<file path="src/include/icache_defines.svh">
`ifndef ICACHE_DEFINES_SVH
`define ICACHE_DEFINES_SVH

// msb of a cpu byte address
`define MSB_POS__ICACHE_CPU_ADDR 31

// field msb positions within the cpu address struct
// tag sits above the line index
`define MSB_POS__ICACHE_ADDR__TAG 22

// picks one of 16 lines
`define MSB_POS__ICACHE_ADDR__LINE_INDEX 3

// word within the line, 8 words
`define MSB_POS__ICACHE_ADDR__LOW_BASE_ADDR 2

`endif

</file>
<file path="src/verilog/icache_pkg.sv">
`include "icache_defines.svh"

package icache_pkg;

	// address geometry, derived from the header macros
	localparam int CPU_ADDR_WIDTH = `MSB_POS__ICACHE_CPU_ADDR + 1;
	localparam int TAG_WIDTH = `MSB_POS__ICACHE_ADDR__TAG + 1;
	localparam int LINE_INDEX_WIDTH = `MSB_POS__ICACHE_ADDR__LINE_INDEX + 1;
	localparam int WORD_SEL_WIDTH = `MSB_POS__ICACHE_ADDR__LOW_BASE_ADDR + 1;

	// one instruction word
	localparam int INSTR_WIDTH = 32;

	// line and array sizes
	localparam int LINE_WORDS = 1 << WORD_SEL_WIDTH;
	localparam int LINE_WIDTH = LINE_WORDS * INSTR_WIDTH;
	localparam int NUM_LINES = 1 << LINE_INDEX_WIDTH;

	// byte offset of a line, 5 bits for 32 bytes
	localparam int LINE_OFFSET_WIDTH = $clog2(LINE_WIDTH / 8);
	// leftover bits below the word select
	localparam int BYTE_OFFSET_WIDTH = LINE_OFFSET_WIDTH - WORD_SEL_WIDTH;

	typedef logic [TAG_WIDTH-1:0] icache_tag_t;

	// word 0 in the low 32 bits
	typedef logic [LINE_WORDS-1:0][INSTR_WIDTH-1:0] icache_line_t;

	// cpu byte address split into its cache fields
	typedef struct packed {
		icache_tag_t tag;
		logic [LINE_INDEX_WIDTH-1:0] line_index;
		logic [WORD_SEL_WIDTH-1:0] low_base_addr;
		logic [BYTE_OFFSET_WIDTH-1:0] byte_offset;
	} icache_addr_t;

	// cpu read request, strobe plus address
	typedef struct packed {
		logic req;
		icache_addr_t addr;
	} icache_req_in_t;

	// answer back to the cpu
	typedef struct packed {
		logic valid;
		logic [INSTR_WIDTH-1:0] instr;
	} icache_req_out_t;

	// line request toward memory
	typedef struct packed {
		logic req;
		logic [CPU_ADDR_WIDTH-1:0] addr;
	} icache_mem_out_t;

	// line returned by memory
	typedef struct packed {
		logic valid;
		icache_line_t data;
	} icache_mem_in_t;

	// array write port from refill into lookup
	typedef struct packed {
		logic we;
		logic [LINE_INDEX_WIDTH-1:0] line_index;
		icache_tag_t tag;
		icache_line_t data;
	} icache_fill_t;

	typedef enum logic [1:0] {
		st_idle,
		st_request,
		st_wait,
		st_replay
	} icache_refill_state_t;

endpackage

</file>
<file path="src/verilog/icache_refill.sv">
module icache_refill
(
	input logic clk,
	input logic arst_n,
	input logic miss,
	input icache_pkg::icache_addr_t miss_addr,
	input icache_pkg::icache_mem_in_t mem_in,
	output icache_pkg::icache_mem_out_t mem_out,
	output icache_pkg::icache_fill_t fill,
	output icache_pkg::icache_req_in_t replay
);
	import icache_pkg::*;

	icache_refill_state_t state_q;
	icache_refill_state_t state_d;

	// address of the outstanding miss
	icache_addr_t addr_q;
	// returned line, held for the fill write
	icache_line_t data_q;

	logic fill_we_q;
	logic replay_req_q;

	logic miss_accept;
	logic line_accept;

	// miss taken only when idle
	assign miss_accept = (state_q == st_idle) && miss;
	// memory valid only counts while waiting
	assign line_accept = (state_q == st_wait) && mem_in.valid;

	// next state
	always_comb
	begin
		state_d = state_q;
		case (state_q)
			st_idle:
			begin
				if (miss)
					state_d = st_request;
			end
			st_request:
				state_d = st_wait;
			st_wait:
			begin
				// memory may take any number of cycles
				if (mem_in.valid)
					state_d = st_replay;
			end
			st_replay:
				state_d = st_idle;
			default:
				state_d = st_idle;
		endcase
	end

	always_ff @(posedge clk or negedge arst_n)
	begin
		if (!arst_n)
		begin
			state_q <= st_idle;
			fill_we_q <= 1'b0;
			replay_req_q <= 1'b0;
		end
		else
		begin
			state_q <= state_d;
			// write lands one edge after memory valid
			fill_we_q <= line_accept;
			// replay one cycle later, after the arrays are written
			replay_req_q <= (state_q == st_replay);
		end
	end

	always_ff @(posedge clk)
	begin
		if (miss_accept)
			addr_q <= miss_addr;
		if (line_accept)
			data_q <= mem_in.data;
	end

	// single-cycle line request while in st_request
	assign mem_out.req = (state_q == st_request);
	// line aligned, word and byte bits zeroed
	assign mem_out.addr = {addr_q.tag, addr_q.line_index, {LINE_OFFSET_WIDTH{1'b0}}};

	// index and tag straight from the held address
	assign fill.we = fill_we_q;
	assign fill.line_index = addr_q.line_index;
	assign fill.tag = addr_q.tag;
	assign fill.data = data_q;

	// original address again, lookup answers it as a hit
	assign replay.req = replay_req_q;
	assign replay.addr = addr_q;

endmodule

</file>
<file path="config.mk">
export PLATFORM = sky130hd
export DESIGN_NAME = icache_refill
export DESIGN_NICKNAME = d
export VERILOG_FILES = /design/src/verilog/icache_pkg.sv /design/src/verilog/icache_refill.sv
export VERILOG_INCLUDE_DIRS = /design/src /design/src/include
export SDC_FILE = /design/constraint.sdc
export NUM_CORES = 1
export LEC_CHECK = 0
export BUFFER_PORTS_ARGS = -buffer_cell sky130_fd_sc_hd__buf_2
export CAP_MARGIN = 10
export CORE_AREA = 10 10 241 243
export CTS_BUF_LIST = sky130_fd_sc_hd__clkbuf_8
export DETAILED_ROUTE_END_ITERATION = 8
export DIE_AREA = 0 0 251 253
export HOLD_SLACK_MARGIN = 0.15
export PLACE_DENSITY = 0.42
export SYNTH_ARGS = -nofsm -noshare
export SYNTH_HDL_FRONTEND = slang
export SYNTH_SLANG_ARGS = --single-unit
</file>
<file path="constraint.sdc">
create_clock -name clk -period 5.2 [get_ports clk]
set_input_delay 0.52 -clock clk [delete_from_list [all_inputs] [get_ports clk]]
set_output_delay 0.52 -clock clk [all_outputs]
set_load 0.005 [all_outputs]
</file>
==> flow_summary_export.csv <==
group,metric,value,unit
outcome,status,"complete, no violations",
route,drtIter0Drc,226,
logic_synthesis,synth_area_leaders,"edfxtp_1 (93%), buf_4 (4.9%), dfrtp_1 (1.1%)",
logic_synthesis,synth_ff_type,"edfxtp_1",
critical_path,end_kind,"register",
logic_synthesis,netlist-cell-type-count,11,
cts,cts_tree,"yes",
placement,io_buffers,636,
timing,rsz0062_at_grt,"false",
cts,root_buffer,"clkbuf_8",
cts,clk-insertion-delay-late,610,ps
floorplan,chipWidth,251,um
logic_synthesis,yosysMostFrequentCell,"edfxtp_1",
pwr,ir_worst_vdd,0.225,mV
logic_synthesis,yosysWarnings,0,
grt,grt.total_usage,0.110,
route,first_pass_iters,5,
grt,grt_max_degree,100,
grt,grt_use_met2,0.195,
logic_synthesis,yosys.area.top_type,"edfxtp_1",
critical_path,crit_required,5430,ps
timing,setup_viol,0,
timing,hold_viol_final,0,
logic_synthesis,synth_top_cell_area_share,0.928,
timing,slew_headroom,0.504,
floorplan,start_util,0.175,
logic_synthesis,async_flop_share,0.0137,
cells_and_area,num-fill-cells,5257,
cells_and_area,final_core_util,0.317,
placement,place.gp.congestion,0.746,
floorplan,die_h,253,um
route,ant_nets,0,
grt,grt_busiest_layer,"met2",
logic_synthesis,avgSynthCellArea,25.4,um^2
logic_synthesis,yosys-top-cells-count,"edfxtp_1 (288), buf_4 (61), dfrtp_1 (4), ha_1 (4), inv_1 (4)",
cts,htree_levels,2,
timing,fin_crit,2260,ps
floorplan,core_area,53300,um^2
grt,grt_pass1_vias,8254,
job,drv_cap,0,
pwr,power.leakage,0.00711,uW
cells_and_area,nNetsFinal,1590,
logic_synthesis,ys_seq_area_frac,0.938,
grt,grt_antenna_before_repair,6,
critical_path,critical_path_class,"register to register",
route,vias_per_cell,3.44,
logic_synthesis,netlist_area,9320,um^2
cells_and_area,drive_gt1_frac,0.531,
critical_path,r2r_setup_slack,2940,ps
timing,fin_hold_ws,272,ps
cts,cts_buffer_depth,3,
pwr,power_density,388,nW/um^2
hold_path,holdCritPathClass,"primary input to async pin",
cells_and_area,area_growth_syn_to_layout,81.3,%
route,finalWirelength,37200,um
cts,clkSlewWorstSetupHoldPaths,60,ps
logic_synthesis,synth_cells,367,
route,avgRoutedWirePerCell,18.3,um
cts,numCtsBuffers,54,
critical_path,r2r-start,"state_q[0]$_DFFE_PN0P_",
timing,fmax,0.442,GHz
logic_synthesis,ys_ff_latch,292,
cts,clock_sinks,292,
timing,final_max_slew_viol_count,0,
timing,worstMarginPinSlew,744,ps
critical_path,ff2ff_path_depth,4,
grt,grt_pass1_wl,53100,um
grt,use_met1,0.110,
logic_synthesis,synth_edf_count,288,
grt,overflow,0,
critical_path,startpoint_type,"register",
floorplan,die-area,63500,um^2
critical_path,r2r-end,"fill[160]$_DFFE_PP_",
route,route.detailed.drc,0,
timing,fin_setup_tns,0,ps
timing,skew,18.7,ps
floorplan,num_io_pins,642,
timing,timing.final.crit_share,0.436,
placement,dp_hpwl,28000,um
route,dr_total_vias,6987,
floorplan,rows,85,
critical_path,path_max_fanout,51,
critical_path,arrival,2500,ps
grt,use_met3,0.0521,
-- worst max-delay path, stage by stage (launching register included) --
cell and delay (ps):
dfrtp_1 390, inv_1 100, ha_1 170, and2_4 540, buf_4 620
-- repair_timing --
| action | in CTS | in global routing |
|---|---|---|
| hold buffers | 288 | 0 |
| setup buffers | 0 | 0 |
| gates resized for setup | 0 | 0 |
| endpoints found under the setup margin | 0 | 0 |
| hold endpoints to repair | 291 | 0 |
-- worst max path at each step --
| stage | from | endpoint | depth (start not counted) |
|---|---|---|---|
| 6_report | state_q[0]$_DFFE_PN0P_ | fill[160]$_DFFE_PP_ | 4 |
| 5_1_grt | state_q[0]$_DFFE_PN0P_ | fill[160]$_DFFE_PP_ | 4 |
| 4_1_cts | state_q[0]$_DFFE_PN0P_ | fill[82]$_DFFE_PP_ | 4 |
| 3_5_place_dp | state_q[0]$_DFFE_PN0P_ | fill[38]$_DFFE_PP_ | 4 |
| 3_3_place_gp | state_q[0]$_DFFE_PN0P_ | fill[102]$_DFFE_PP_ | 4 |
| 2_1_floorplan | state_q[0]$_DFFE_PN0P_ | fill[0]$_DFFE_PP_ | 3 |
-- metrics by stage --
stage | setup WS [ps] | total power (uW) | cell area [um^2] | cells
after floorplan | 979 | 3730 | 9340 | 371
after global placement | 2880 | 4350 | 13000 | 1646
after detailed placement | 2860 | 4360 | 13000 | 1646
after CTS | 2830 | 6730 | 16900 | 2030
after global routing | 2720 | 6930 | 16900 | 2030
final | 2940 | 6550 | 16900 | 2031
-- registers in the layout, summed over array words and instances, names as in the netlist --
| register | flops |
|---|---|
| replay | 5 |
| fill | 283 |
| fill_we_q | 1 |
| replay_req_q | 1 |
| state_q | 2 |
-- report_power, final --
group | total, uW | switching (uW) | internal (uW)
clock | 2110 | 952 | 1150
combinational | 1190 | 652 | 541
sequential | 3250 | 126 | 3130
-- routing by layer --
metal / vias to the layer above / wire length, um
met2: 417 / 19100
met3: 68 / 4040
li1: 3227 / -
met4: 6 / 1100
met1: 3269 / 12900
met5: - / 40
-- cells in the final DEF, fill, tap and decap left out, types with 3 or more instances in the layout --
cell	n
buf_2	636
bufinv_16	3
clkbuf_8	57
clkinv_1	11
conb_1	5
dfrtp_1	4
dlygate4sd3_1	288
edfxtp_1	288
ha_1	4
inv_1	24
-- logic make-up after synthesis --
family,count (synthesis),synth area share
buffers and inverters,65,0.0507
AND/OR/NAND/NOR,2,0.00148
flip-flops,292,0.938
AO/OA/AOI/OAI,2,0.00215
multiplexers,1,0.00161
adder cells (fa/ha/maj),4,0.00537
other,1,0.000402
-- cell type report --
class / count / area, um^2 / area share
Inverter: 4 / 15.0 / 0.000888
Sequential cell: 292 / 8750 / 0.518
Tap cell: 696 / 871 / 0.0515
Clock buffer: 57 / 785 / 0.0464
Timing Repair Buffer: 928 / 6120 / 0.362
Clock inverter: 39 / 240 / 0.0142
Antenna cell: 1 / 2.50 / 0.000148
Multi-Input combinational cell: 14 / 119 / 0.00703
(Power assumes the default switching activity.)
